`src/hdl/mmio_pkg.sv`:
```
package mmio_pkg;

    // cpu and data memory op codes, encoding kept from the cpu side
    typedef enum logic [1:0] {
        rw_read_instr = 2'b00, // instruction read
        rw_write      = 2'b01, // write to target
        rw_read       = 2'b10, // data read
        rw_idle       = 2'b11  // no request
    } rw_op_e;

    // decoded target of a request
    typedef enum logic [2:0] {
        region_fetch = 3'd0, // instruction fetch from memory
        region_reg   = 3'd1, // external register, read only
        region_mem   = 3'd2, // data memory, read or write
        region_tft   = 3'd3, // spi tft display, write only
        region_none  = 3'd4  // unmapped address or illegal op
    } region_e;

    // address map upper bounds, each inclusive
    localparam logic [31:0] fetch_top = 32'd1024; // last fetch address
    localparam logic [31:0] reg_top   = 32'd1056; // last external register address
    localparam logic [31:0] mem_top   = 32'd1792; // last data memory address
    localparam logic [31:0] tft_top   = 32'd2047; // last display address

    // top byte of every memory side address
    localparam logic [7:0] mem_prefix = 8'h33;

    // external register index width
    localparam int reg_addr_w = 5;

endpackage

```
`src/hdl/mmio_if.sv`:
```
`timescale 1ns/1ps

// decoded request from stage 1 to stage 2
interface mmio_req_if;
    import mmio_pkg::*;

    logic        valid; // entry holds a live request
    region_e     region; // decoded target
    rw_op_e      op; // cpu op code as sampled
    logic [31:0] addr; // cpu address as sampled
    logic [31:0] wdata; // cpu write data as sampled
    logic        stall; // selected target still processing

    // entry must stay put while stall is high
    modport decode (output valid, region, op, addr, wdata, input stall);
    modport route  (input valid, region, op, addr, wdata, output stall);

endinterface

// completed response from stage 2 to stage 3
interface mmio_rsp_if;
    import mmio_pkg::*;

    logic        valid; // one cycle per finished request
    region_e     region; // region_none when no data comes back
    logic [31:0] rdata; // read data from the target

    modport route (output valid, region, rdata);
    modport ret   (input valid, region, rdata);

endinterface

```
`src/hdl/mmio_addr_decode.sv`:
```
`timescale 1ns/1ps

module mmio_addr_decode (
    input  logic             clk,
    input  logic             arst_n,
    input  logic [31:0]      cpu_addr,
    input  mmio_pkg::rw_op_e cpu_rwi,
    input  logic [31:0]      cpu_wdata,
    output logic             busy,
    mmio_req_if.decode       req
);
    import mmio_pkg::*;

    logic    nxt_valid; // cpu asks for something
    region_e nxt_region; // region the request maps to

    // address map plus the per region op rules
    always_comb begin
        nxt_valid  = (cpu_rwi != rw_idle);
        nxt_region = region_none; // default is unmapped
        if (cpu_rwi != rw_idle) begin
            if (cpu_addr <= fetch_top) begin
                nxt_region = region_fetch; // any live op here is a fetch
            end else if (cpu_addr <= reg_top) begin
                if (cpu_rwi == rw_read) begin
                    nxt_region = region_reg; // register is read only
                end
            end else if (cpu_addr <= mem_top) begin
                if (cpu_rwi == rw_read || cpu_rwi == rw_write) begin
                    nxt_region = region_mem;
                end
            end else if (cpu_addr <= tft_top) begin
                if (cpu_rwi == rw_write) begin
                    nxt_region = region_tft; // display takes writes only
                end
            end
        end
    end

    // control part of the entry
    always_ff @(posedge clk or negedge arst_n) begin
        if (!arst_n) begin
            req.valid  <= 1'b0;
            req.region <= region_none;
            req.op     <= rw_idle;
        end else if (!req.stall) begin // hold while the target works
            req.valid  <= nxt_valid;
            req.region <= nxt_region;
            req.op     <= cpu_rwi;
        end
    end

    // payload part, only looked at while valid
    always_ff @(posedge clk) begin
        if (!req.stall) begin
            req.addr  <= cpu_addr;
            req.wdata <= cpu_wdata;
        end
    end

    assign busy = req.stall; // cpu keeps its request while high

endmodule

```
`src/hdl/mmio_target_route.sv`:
```
`timescale 1ns/1ps

module mmio_target_route (
    mmio_req_if.route                      req,
    mmio_rsp_if.route                      rsp,
    output logic                           reg_ri,
    output logic [mmio_pkg::reg_addr_w-1:0] reg_addr,
    input  logic [31:0]                    reg_rdata,
    input  logic                           reg_ack,
    output logic                           tft_wi,
    output logic [31:0]                    tft_addr,
    output logic [31:0]                    tft_wdata,
    input  logic                           tft_ack,
    output mmio_pkg::rw_op_e               mem_rwi,
    output logic [31:0]                    mem_addr,
    output logic [31:0]                    mem_wdata,
    input  logic [31:0]                    mem_rdata,
    input  logic                           mem_busy
);
    import mmio_pkg::*;

    logic        wait_sel; // wait level of the driven target
    logic [31:0] rdata_sel; // read data of the driven target
    logic        no_data; // request returns nothing to the cpu

    always_comb begin
        reg_ri    = 1'b0; // register idle
        reg_addr  = '0;
        tft_wi    = 1'b0; // display idle
        tft_addr  = '0;
        tft_wdata = '0;
        mem_rwi   = rw_idle; // memory idle
        mem_addr  = '0;
        mem_wdata = '0;
        wait_sel  = 1'b0; // unmapped never waits
        rdata_sel = '0; // unmapped reads zero
        no_data   = 1'b1;
        if (req.valid) begin
            case (req.region)
                region_fetch: begin
                    mem_rwi   = rw_read; // fetch is a plain memory read
                    mem_addr  = {mem_prefix, req.addr[23:0]};
                    wait_sel  = mem_busy;
                    rdata_sel = mem_rdata;
                    no_data   = 1'b0;
                end
                region_reg: begin
                    reg_ri    = 1'b1;
                    reg_addr  = req.addr[reg_addr_w-1:0]; // low bits index the register
                    wait_sel  = reg_ack;
                    rdata_sel = reg_rdata;
                    no_data   = 1'b0;
                end
                region_mem: begin
                    mem_rwi  = req.op; // rw_read or rw_write after decode
                    mem_addr = {mem_prefix, req.addr[23:0]};
                    wait_sel = mem_busy;
                    if (req.op == rw_write) begin
                        mem_wdata = req.wdata;
                    end else begin
                        rdata_sel = mem_rdata;
                        no_data   = 1'b0;
                    end
                end
                region_tft: begin
                    tft_wi    = 1'b1;
                    tft_addr  = req.addr; // display gets the full address
                    tft_wdata = req.wdata;
                    wait_sel  = tft_ack;
                end
                default: begin
                    wait_sel = 1'b0; // unmapped, drive nothing
                end
            endcase
        end
    end

    assign req.stall = req.valid & wait_sel; // back-pressure into decode

    // response leaves in the cycle the target stops waiting
    assign rsp.valid  = req.valid & ~wait_sel;
    assign rsp.region = no_data ? region_none : req.region; // writes carry no data
    assign rsp.rdata  = rdata_sel;

endmodule

```
`src/hdl/mmio_return_stage.sv`:
```
`timescale 1ns/1ps

module mmio_return_stage (
    input  logic        clk,
    input  logic        arst_n,
    mmio_rsp_if.ret     rsp,
    output logic [31:0] cpu_rdata,
    output logic [31:0] instr,
    output logic        done
);
    import mmio_pkg::*;

    logic is_instr; // response is a fetched instruction
    logic is_data; // response is register or memory read data

    assign is_instr = rsp.valid && (rsp.region == region_fetch);
    assign is_data  = rsp.valid && (rsp.region == region_reg || rsp.region == region_mem);

    // done is a single cycle pulse per response
    always_ff @(posedge clk or negedge arst_n) begin
        if (!arst_n) begin
            done <= 1'b0;
        end else begin
            done <= rsp.valid;
        end
    end

    // each output keeps its value until the next response of its kind
    always_ff @(posedge clk or negedge arst_n) begin
        if (!arst_n) begin
            instr     <= '0;
            cpu_rdata <= '0;
        end else begin
            if (is_instr) begin
                instr <= rsp.rdata; // next instruction for fetch
            end
            if (is_data) begin
                cpu_rdata <= rsp.rdata; // load data for the cpu
            end
        end
    end

endmodule

```
`src/hdl/mmio_bridge.sv`:
```
`timescale 1ns/1ps

module mmio_bridge (
    input  logic                            clk,
    input  logic                            arst_n,
    // cpu side
    input  logic [31:0]                     cpu_addr,
    input  mmio_pkg::rw_op_e                cpu_rwi,
    input  logic [31:0]                     cpu_wdata,
    output logic                            busy,
    output logic                            done,
    output logic [31:0]                     cpu_rdata,
    output logic [31:0]                     instr,
    // external register
    output logic                            reg_ri,
    output logic [mmio_pkg::reg_addr_w-1:0] reg_addr,
    input  logic [31:0]                     reg_rdata,
    input  logic                            reg_ack, // high while still processing
    // spi tft display
    output logic                            tft_wi,
    output logic [31:0]                     tft_addr,
    output logic [31:0]                     tft_wdata,
    input  logic                            tft_ack, // high while still processing
    // instruction and data memory
    output mmio_pkg::rw_op_e                mem_rwi,
    output logic [31:0]                     mem_addr,
    output logic [31:0]                     mem_wdata,
    input  logic [31:0]                     mem_rdata,
    input  logic                            mem_busy
);

    mmio_req_if u_req (); // decode to route
    mmio_rsp_if u_rsp (); // route to return

    mmio_addr_decode u_decode (
        .clk       (clk),
        .arst_n    (arst_n),
        .cpu_addr  (cpu_addr),
        .cpu_rwi   (cpu_rwi),
        .cpu_wdata (cpu_wdata),
        .busy      (busy),
        .req       (u_req.decode)
    );

    mmio_target_route u_route (
        .req       (u_req.route),
        .rsp       (u_rsp.route),
        .reg_ri    (reg_ri),
        .reg_addr  (reg_addr),
        .reg_rdata (reg_rdata),
        .reg_ack   (reg_ack),
        .tft_wi    (tft_wi),
        .tft_addr  (tft_addr),
        .tft_wdata (tft_wdata),
        .tft_ack   (tft_ack),
        .mem_rwi   (mem_rwi),
        .mem_addr  (mem_addr),
        .mem_wdata (mem_wdata),
        .mem_rdata (mem_rdata),
        .mem_busy  (mem_busy)
    );

    mmio_return_stage u_return (
        .clk       (clk),
        .arst_n    (arst_n),
        .rsp       (u_rsp.ret),
        .cpu_rdata (cpu_rdata),
        .instr     (instr),
        .done      (done)
    );

endmodule

```
`config.mk`:
```
export PLATFORM = sky130hd
export DESIGN_NAME = mmio_bridge
export DESIGN_NICKNAME = d
export VERILOG_FILES = /design/src/hdl/mmio_pkg.sv /design/src/hdl/mmio_if.sv /design/src/hdl/mmio_addr_decode.sv /design/src/hdl/mmio_target_route.sv /design/src/hdl/mmio_return_stage.sv /design/src/hdl/mmio_bridge.sv
export SDC_FILE = /design/constraint.sdc
export NUM_CORES = 1
export LEC_CHECK = 0
export BUFFER_PORTS_ARGS = -buffer_cell sky130_fd_sc_hd__buf_2
export CORE_AREA = 2 2 132 134
export DETAILED_ROUTE_END_ITERATION = 8
export DIE_AREA = 0 0 134 136
export PLACE_DENSITY = 0.66
export SYNTH_ARGS = -nofsm -noshare
export SYNTH_HDL_FRONTEND = slang
export SYNTH_SLANG_ARGS = --single-unit
```
`constraint.sdc`:
```
create_clock -name clk -period 3.9 [get_ports clk]
set_input_delay 0.585 -clock clk [delete_from_list [all_inputs] [get_ports clk]]
set_output_delay 0.585 -clock clk [all_outputs]
set_load 0.02 [all_outputs]
```
==> flow_summary_export.csv, run 1 <==
group,metric,value,unit
run_status,status,"complete, no violations",
synth,syn-cell-area,5910,sq um
worst_setup_path,cp-end-kind,"primary output",
drt,detail_route.wl_per_cell,15.7,um
synth,synth_commonest_cells,"126 x and2_1, 69 x nand2_1, 68 x dfrtp_1",
worst_setup_path,r2r_slack,1.53,ns
die,die_height,136,um
sta,clock_skew,0.00848,ns
sta,setup_tns,0,ns
worst_setup_path,crit_path_cell_trace,"nor2b_1, and3_2, and2_1, buf_2",
sta,max_freq,0.349,GHz
synth,ys_seq_elements,135,
final_layout,final_util,0.497,
clock_network,clock_sinks,135,
worst_setup_path,cpPeakStageDelay,0.80,ns
place,postPlaceCellArea,7770,sq um
place,portBuffers,333,
final_layout,final_nets,986,
worst_setup_path,reg2reg_depth,6,
worst_setup_path,path_class,"flop to primary output",
worst_hold_path,hold_path.class,"primary input to async pin",
clock_network,clk_path_buf_depth,2,
clock_network,ctsHoldBuffers,0,
global_route,grt_pass1_vias,4572,
synth,synth_top_area_share,0.325,
die,dieArea,18200,sq um
die,ios,338,
global_route,antenna_found_initial,0,
final_layout,area_growth,41.8,%
worst_setup_path,cp_max_fo,65,
synth,synthArstFlopShare,0.526,
sta,tightest_slew,1.14,ns
synth,yosysWarnings,0,
drt,detail-route-antenna-nets,0,
clock_network,cts_resized,0,
die,row_count,48,
drt,first_pass_iters,4,
synth,ys_types,46,
synth,yosysMostFrequentCell,"and2_1",
power_and_ir_drop,p_leak,0.00430,uW
global_route,grt_overflow,0,
drt,drc,0,
drt,vias,4938,
drt,viasPerCell,4.55,
synth,yosysSeqAreaShare,0.626,
power_and_ir_drop,powerDensity,394,nW/um^2
worst_setup_path,crit_start,"u_decode.req.region[2]$_DFFE_PN1N_",
worst_setup_path,crit_path_end,"tft_wdata[8]",
synth,synth_area_leader_cell,"edfxtp_1",
global_route,grt_max_degree,66,
place,gp_congestion,0.790,
place,place_hpwl,13.0,mm
synth,synthCells,524,
die,start_util,0.350,
sta,rsz0062_at_grt,"false",
final_layout,drive_gt1_frac,0.455,
worst_setup_path,worstSetupStartpointType,"flop",
drt,drtIter0Drc,167,
clock_network,clock_latency,0.41,ns
sta,fin_crit,2.86,ns
synth,synthFlopType,"dfrtp_1",
worst_setup_path,critPathSlowestCell,"and3_2",
sta,drv_slew,0,
sta,setup_viol,0,
clock_network,root_buffer,"clkbuf_16",
worst_setup_path,reg2reg_from,"u_decode.req.region[0]$_DFFE_PN0N_",
drt,wirelength,17.0,mm
synth,synth_edf_count,64,
clock_network,postCtsSetupBuffers,0,
final_layout,diodes,0,
flow_run,maxCapViolCount,0,
sta,slew_headroom,0.242,
clock_network,cts_tree,"yes",
global_route,grt_usage,0.184,
synth,synth_area_leaders,"edfxtp_1 33%, dfrtp_1 29%, and2_1 13%",
die,coreArea,16900,sq um
synth,avgSynthCellArea,11.3,sq um
die,die-width,134,um
power_and_ir_drop,ir_drop,0.282,mV
global_route,grt_pass1_wl,25.2,mm
sta,fin_crit_sh,0.734,
worst_setup_path,crit_arrival,2.28,ns
final_layout,finalInstanceArea,8380,sq um
clock_network,cts_made_buffers,17,
clock_network,htree_num_levels,4,
clock_network,cts.clk_slew.worst_paths,0.07,ns
worst_setup_path,worst_ep_required_time,3.31,ns
sta,fin_hold_ws,0.264,ns
worst_setup_path,r2r_end,"u_return.cpu_rdata[13]$_DFFE_PN0P_",
sta,hold_violations,0,
-- per-stage QoR --
stage	instances	power, uW	setup WS [ns]
6_report	1086	3300	1.04
4_1_cts	1086	3350	0.923
3_3_place_gp	1054	1690	1.37
3_5_place_dp	1054	1690	1.32
5_1_grt	1086	3410	0.762
2_1_floorplan	527	1590	0.211
-- cells by family (layout without fill, tap and decap cells) --
logic type,after synthesis,after routing,synth area share
mux,3,3,0.00550
fa+ha+maj,3,3,0.00635
flops,135,135,0.626
simple gates,229,229,0.214
other cells,1,4,0.000634
compound gates,109,109,0.113
buf+inv,44,378,0.0341
-- cells in the final DEF, fill, tap and decap left out, types with 2 or more instances in the layout --
cell	instances
nand2_1	69
clkbuf_16	17
and2_1	126
inv_1	4
and3_2	2
nor2b_1	3
nor4_1	4
nand2b_1	3
o21ai_0	65
bufinv_16	2
o41ai_1	2
inv_8	4
inv_6	6
nor2_1	4
mux2_2	2
ha_1	3
clkinvlp_4	2
nand3b_1	3
nor3b_2	2
edfxtp_1	64
dfrtp_1	68
buf_4	9
buf_2	333
conb_1	4
a22oi_1	31
dfstp_2	3
-- worst max-delay path: cells and delay by family, from the launching register on --
| family | cells | cell delay [ns] |
|---|---|---|
| flip-flops | 1 | 0.41 |
| buffers and inverters | 1 | 0.19 |
| AND/OR/NAND/NOR | 3 | 1.28 |
-- worst min path at each step --
| stage | startpoint | end | slack (ns) | cells after the start |
|---|---|---|---|---|
| after floorplan | arst_n | u_decode.req.region[0]$_DFFE_PN0N_ | 0.29 | 0 |
| after global placement | u_return.cpu_rdata[18]$_DFFE_PN0P_ | u_return.cpu_rdata[18]$_DFFE_PN0P_ | 0.46 | 2 |
| after detailed placement | u_return.instr[12]$_DFFE_PN0P_ | u_return.instr[12]$_DFFE_PN0P_ | 0.46 | 2 |
| after CTS | arst_n | u_return.instr[28]$_DFFE_PN0P_ | 0.27 | 1 |
| after global routing | arst_n | u_return.cpu_rdata[26]$_DFFE_PN0P_ | 0.31 | 1 |
| final | arst_n | u_return.instr[28]$_DFFE_PN0P_ | 0.26 | 1 |
-- power by group --
part | internal [uW] | switching (uW) | leakage (uW)
registers | 1530 | 21.2 | 0.00165
clock network | 972 | 669 | 0.000294
logic | 56.4 | 51.0 | 0.00235
total | 2560 | 741 | 0.00430
-- cell type report --
cell class	count	area, sq um
well taps	225	282
clock inverters	15	181
clock buffers	17	425
fillers	1572	8500
repair buffers	342	1730
multi-input cells	348	2040
inverters	4	15.0
flip-flops and latches	135	3700
-- layer usage --
metal / part of all wire / wire (um) / track usage / vias up
li1: - / - / - / 2448
met1: 0.42 / 7080 / 0.220 / 2247
met2: 0.49 / 8320 / 0.311 / 226
met3: 0.082 / 1400 / 0.0623 / 17
met4: 0.014 / 235 / 0.0609 / 0
met5: 0 / 0 / 0 / -
(Power assumes the default switching activity.)
==> inputs of run 2 (changes only) <==
--- a/config.mk
+++ b/config.mk
@@ -5,11 +5,12 @@
 export SDC_FILE = /design/constraint.sdc
 export NUM_CORES = 1
 export LEC_CHECK = 0
+export ABC_AREA = 1
 export BUFFER_PORTS_ARGS = -buffer_cell sky130_fd_sc_hd__buf_2
-export CORE_AREA = 2 2 132 134
+export CORE_AREA = 2 2 129 131
 export DETAILED_ROUTE_END_ITERATION = 8
-export DIE_AREA = 0 0 134 136
-export PLACE_DENSITY = 0.66
+export DIE_AREA = 0 0 131 133
+export PLACE_DENSITY = 0.75
 export SYNTH_ARGS = -nofsm -noshare
 export SYNTH_HDL_FRONTEND = slang
 export SYNTH_SLANG_ARGS = --single-unit
==> constraint.sdc (replaced) <==
create_clock -name clk -period 2.5 [get_ports clk]
set_input_delay 0.375 -clock clk [delete_from_list [all_inputs] [get_ports clk]]
set_output_delay 0.375 -clock clk [all_outputs]
set_load 0.02 [all_outputs]
==> run 2 against run 1 <==
Net effect: non-clock buffer count grew 3; critical endpoint is now mem_wdata[4]; flip-flop and latch count unchanged; synthesized area up 7.2%; critical path type unchanged; worst hold slack worse by 0.13 ns; global-route usage is 2.0 points higher; clock power increased by 45%; sequential share of layout area shrank 2.0 points.
==> flow_summary_export.csv, run 2 <==
group,metric,value,unit
die,start_util,0.392,
worst_setup_path,crit_arrival,2.02,ns
synth,avgSynthCellArea,8.43,sq um
power_and_ir_drop,pwr-share-comb,0.046,
power_and_ir_drop,p_int,3940,uW
synth,ys_types,23,
run_status,status,"complete, no violations",
power_and_ir_drop,p_sw,1070,uW
final_layout,multi_input_area,1910,sq um
global_route,grt_pass1_vias,5508,
synth,synth_top_area_share,0.303,
drt,drc,0,
synth,ys_seq_elements,135,
clock_network,root_buffer,"clkbuf_16",
worst_setup_path,path_class,"flop to primary output",
clock_network,cts_made_buffers,17,
drt,first_pass_iters,7,
power_and_ir_drop,clockPowerShare,0.474,
worst_setup_path,cp_max_fo,32,
sta,fin_crit_sh,0.956,
final_layout,drive_gt1_frac,0.353,
place,gp_congestion,0.830,
sta,setup_tns,0,ns
final_layout,seq_area,3700,sq um
drt,drtIter0Drc,240,
final_layout,diodes,0,
final_layout,final_nets,1217,
synth,synth_commonest_cells,"159 x nor2_1, 139 x inv_1, 119 x nand2_1",
drt,detail_route.wl_per_cell,13.8,um
die,row_count,47,
global_route,grt_usage,0.203,
clock_network,clk_path_buf_depth,2,
sta,hold_violations,0,
synth,synth_area_leaders,"edfxtp_1 30%, dfrtp_1 27%, nor2_1 9.4%",
drt,detail-route-antenna-nets,0,
synth,synthCells,752,
final_layout,mostFrequentLayoutCells,"333 x buf_2, 159 x nor2_1, 138 x inv_1",
worst_setup_path,cp-end-kind,"primary output",
die,dieArea,17400,sq um
power_and_ir_drop,ir_drop,0.429,mV
worst_setup_path,worstSetupStartpointType,"flop",
global_route,top_usage_layer,"met2",
global_route,grt_max_degree,65,
sta,fin_crit,2.39,ns
final_layout,area_growth,38.6,%
power_and_ir_drop,p_leak,0.00488,uW
synth,yosysWarnings,0,
sta,slew_headroom,0.577,
synth,yosysSeqAreaShare,0.584,
drt,wirelength,18.0,mm
place,portBuffers,333,
global_route,grt_pass1_wl,27.2,mm
sta,clock_skew,0.0109,ns
clock_network,clock_sinks,135,
synth,synth_area_leader_cell,"edfxtp_1",
power_and_ir_drop,pwr-share-seq,0.480,
clock_network,cts_tree,"yes",
drt,vias,5998,
power_and_ir_drop,powerDensity,571,nW/um^2
synth,synthFlopType,"dfrtp_1",
place,place_hpwl,13.6,mm
synth,yosysMostFrequentCell,"nor2_1",
sta,drv_slew,0,
global_route,grt_overflow,0,
clock_network,postCtsSetupBuffers,0,
flow_run,maxCapViolCount,0,
die,coreArea,16200,sq um
global_route,grt_util_met3,0.0522,
sta,setup_viol,0,
clock_network,cts.clk_slew.worst_paths,0.06,ns
drt,viasPerCell,4.57,
synth,syn-cell-area,6340,sq um
global_route,antenna_found_initial,2,
sta,tightest_slew,0.634,ns
worst_hold_path,hold_path.class,"primary input to flop",
sta,max_freq,0.418,GHz
clock_network,htree_num_levels,4,
worst_setup_path,worst_ep_required_time,2.12,ns
sta,rsz0062_at_grt,"false",
die,die_height,133,um
final_layout,final_util,0.543,
final_layout,filler_cell_count,1530,
die,ios,338,
synth,synthArstFlopShare,0.526,
final_layout,final_common_cell,"buf_2",
synth,synth_edf_count,64,
global_route,grt_use_met1,0.249,
die,die-width,131,um
clock_network,clock_latency,0.41,ns
power_and_ir_drop,p_sw_frac,0.214,
global_route,met2_usage,0.341,
-- run 2: area by class of cell --
cell class	count	area share
Sequential cell	135	0.421
Clock inverter	15	0.0155
Inverter	142	0.0607
Multi-Input combinational cell	438	0.217
Timing Repair Buffer	345	0.205
Tap cell	220	0.0313
Clock buffer	17	0.0484
-- run 2: layer usage --
layer  up-vias  share of wire  wire, um
met4         4          0.023       422
met1      2763           0.41      7320
met2       217           0.51      9120
met3        36          0.064      1160
met5         -         0.0011        19
li1       2978              -         -
-- run 2: worst paths after layout --
check	from	end	slack (ns)	cells after the start
worst min register to register	u_return.cpu_rdata[8]$_DFFE_PN0P_	u_return.cpu_rdata[8]$_DFFE_PN0P_	0.48	2
worst min-delay path	cpu_wdata[20]	u_decode.req.wdata[20]$_DFFE_PN_	0.14	1
max in group asynchronous	arst_n	u_decode.req.op[0]$_DFFE_PN1N_	1.25	3
worst max register to register	u_decode.req.region[2]$_DFFE_PN1N_	u_decode.req.wdata[22]$_DFFE_PN_	0.50	6
worst max-delay path	u_decode.req.region[0]$_DFFE_PN0N_	mem_wdata[4]	0.11	7
min in group asynchronous	arst_n	u_return.cpu_rdata[17]$_DFFE_PN0P_	0.52	2
-- run 2: what timing repair did --
item | in CTS | in global routing
endpoints found under the setup margin | 0 | 39
hold buffers | 1 | 0
hold endpoints to repair | 27 | 0
resized for setup | 0 | 3
-- run 2: through the flow --
stage	area, sq um	hold slack (ns)	setup WS [ns]	std cells	total power [uW]
2_1_floorplan	6350	0.0794	0.0591	755	2520
3_3_place_gp	8210	0.429	0.469	1279	2670
3_5_place_dp	8210	0.422	0.434	1279	2680
4_1_cts	8780	0.118	0.0597	1312	5060
5_1_grt	8780	0.108	0.0132	1312	5200
6_report	8780	0.137	0.109	1312	5010
-- run 2: logic make-up (layout without fill, tap and decap cells) --
group                    count (synthesis)  count (layout)  share of synthesized area
buffers and inverters                  182             519                      0.117
other                                    1               4                   0.000592
AO/OA/AOI/OAI                          104             104                     0.0821
flip-flops                             135             135                      0.584
AND/OR/NAND/NOR                        327             327                      0.210
adder cells (fa/ha/maj)                  3               3                    0.00592
-- run 2: power groups by stage --
| stage | registers (uW) | clock network, uW | logic (uW) |
|---|---|---|---|
| 3_3_place_gp | 2450 | 0 | 226 |
| 6_report | 2410 | 2380 | 229 |
| 5_1_grt | 2410 | 2530 | 260 |
| 4_1_cts | 2410 | 2420 | 231 |
| 3_5_place_dp | 2450 | 0 | 228 |
| 2_1_floorplan | 2440 | 0 | 70.4 |
-- run 2: critical path, cell delays in order (launching register included) --
cell     delay (ns)
dfrtp_1        0.46
nor2_2         0.17
nand2_1        0.09
inv_2          0.12
nand3_1        0.08
buf_4          0.26
nor2_1         0.20
buf_2          0.20
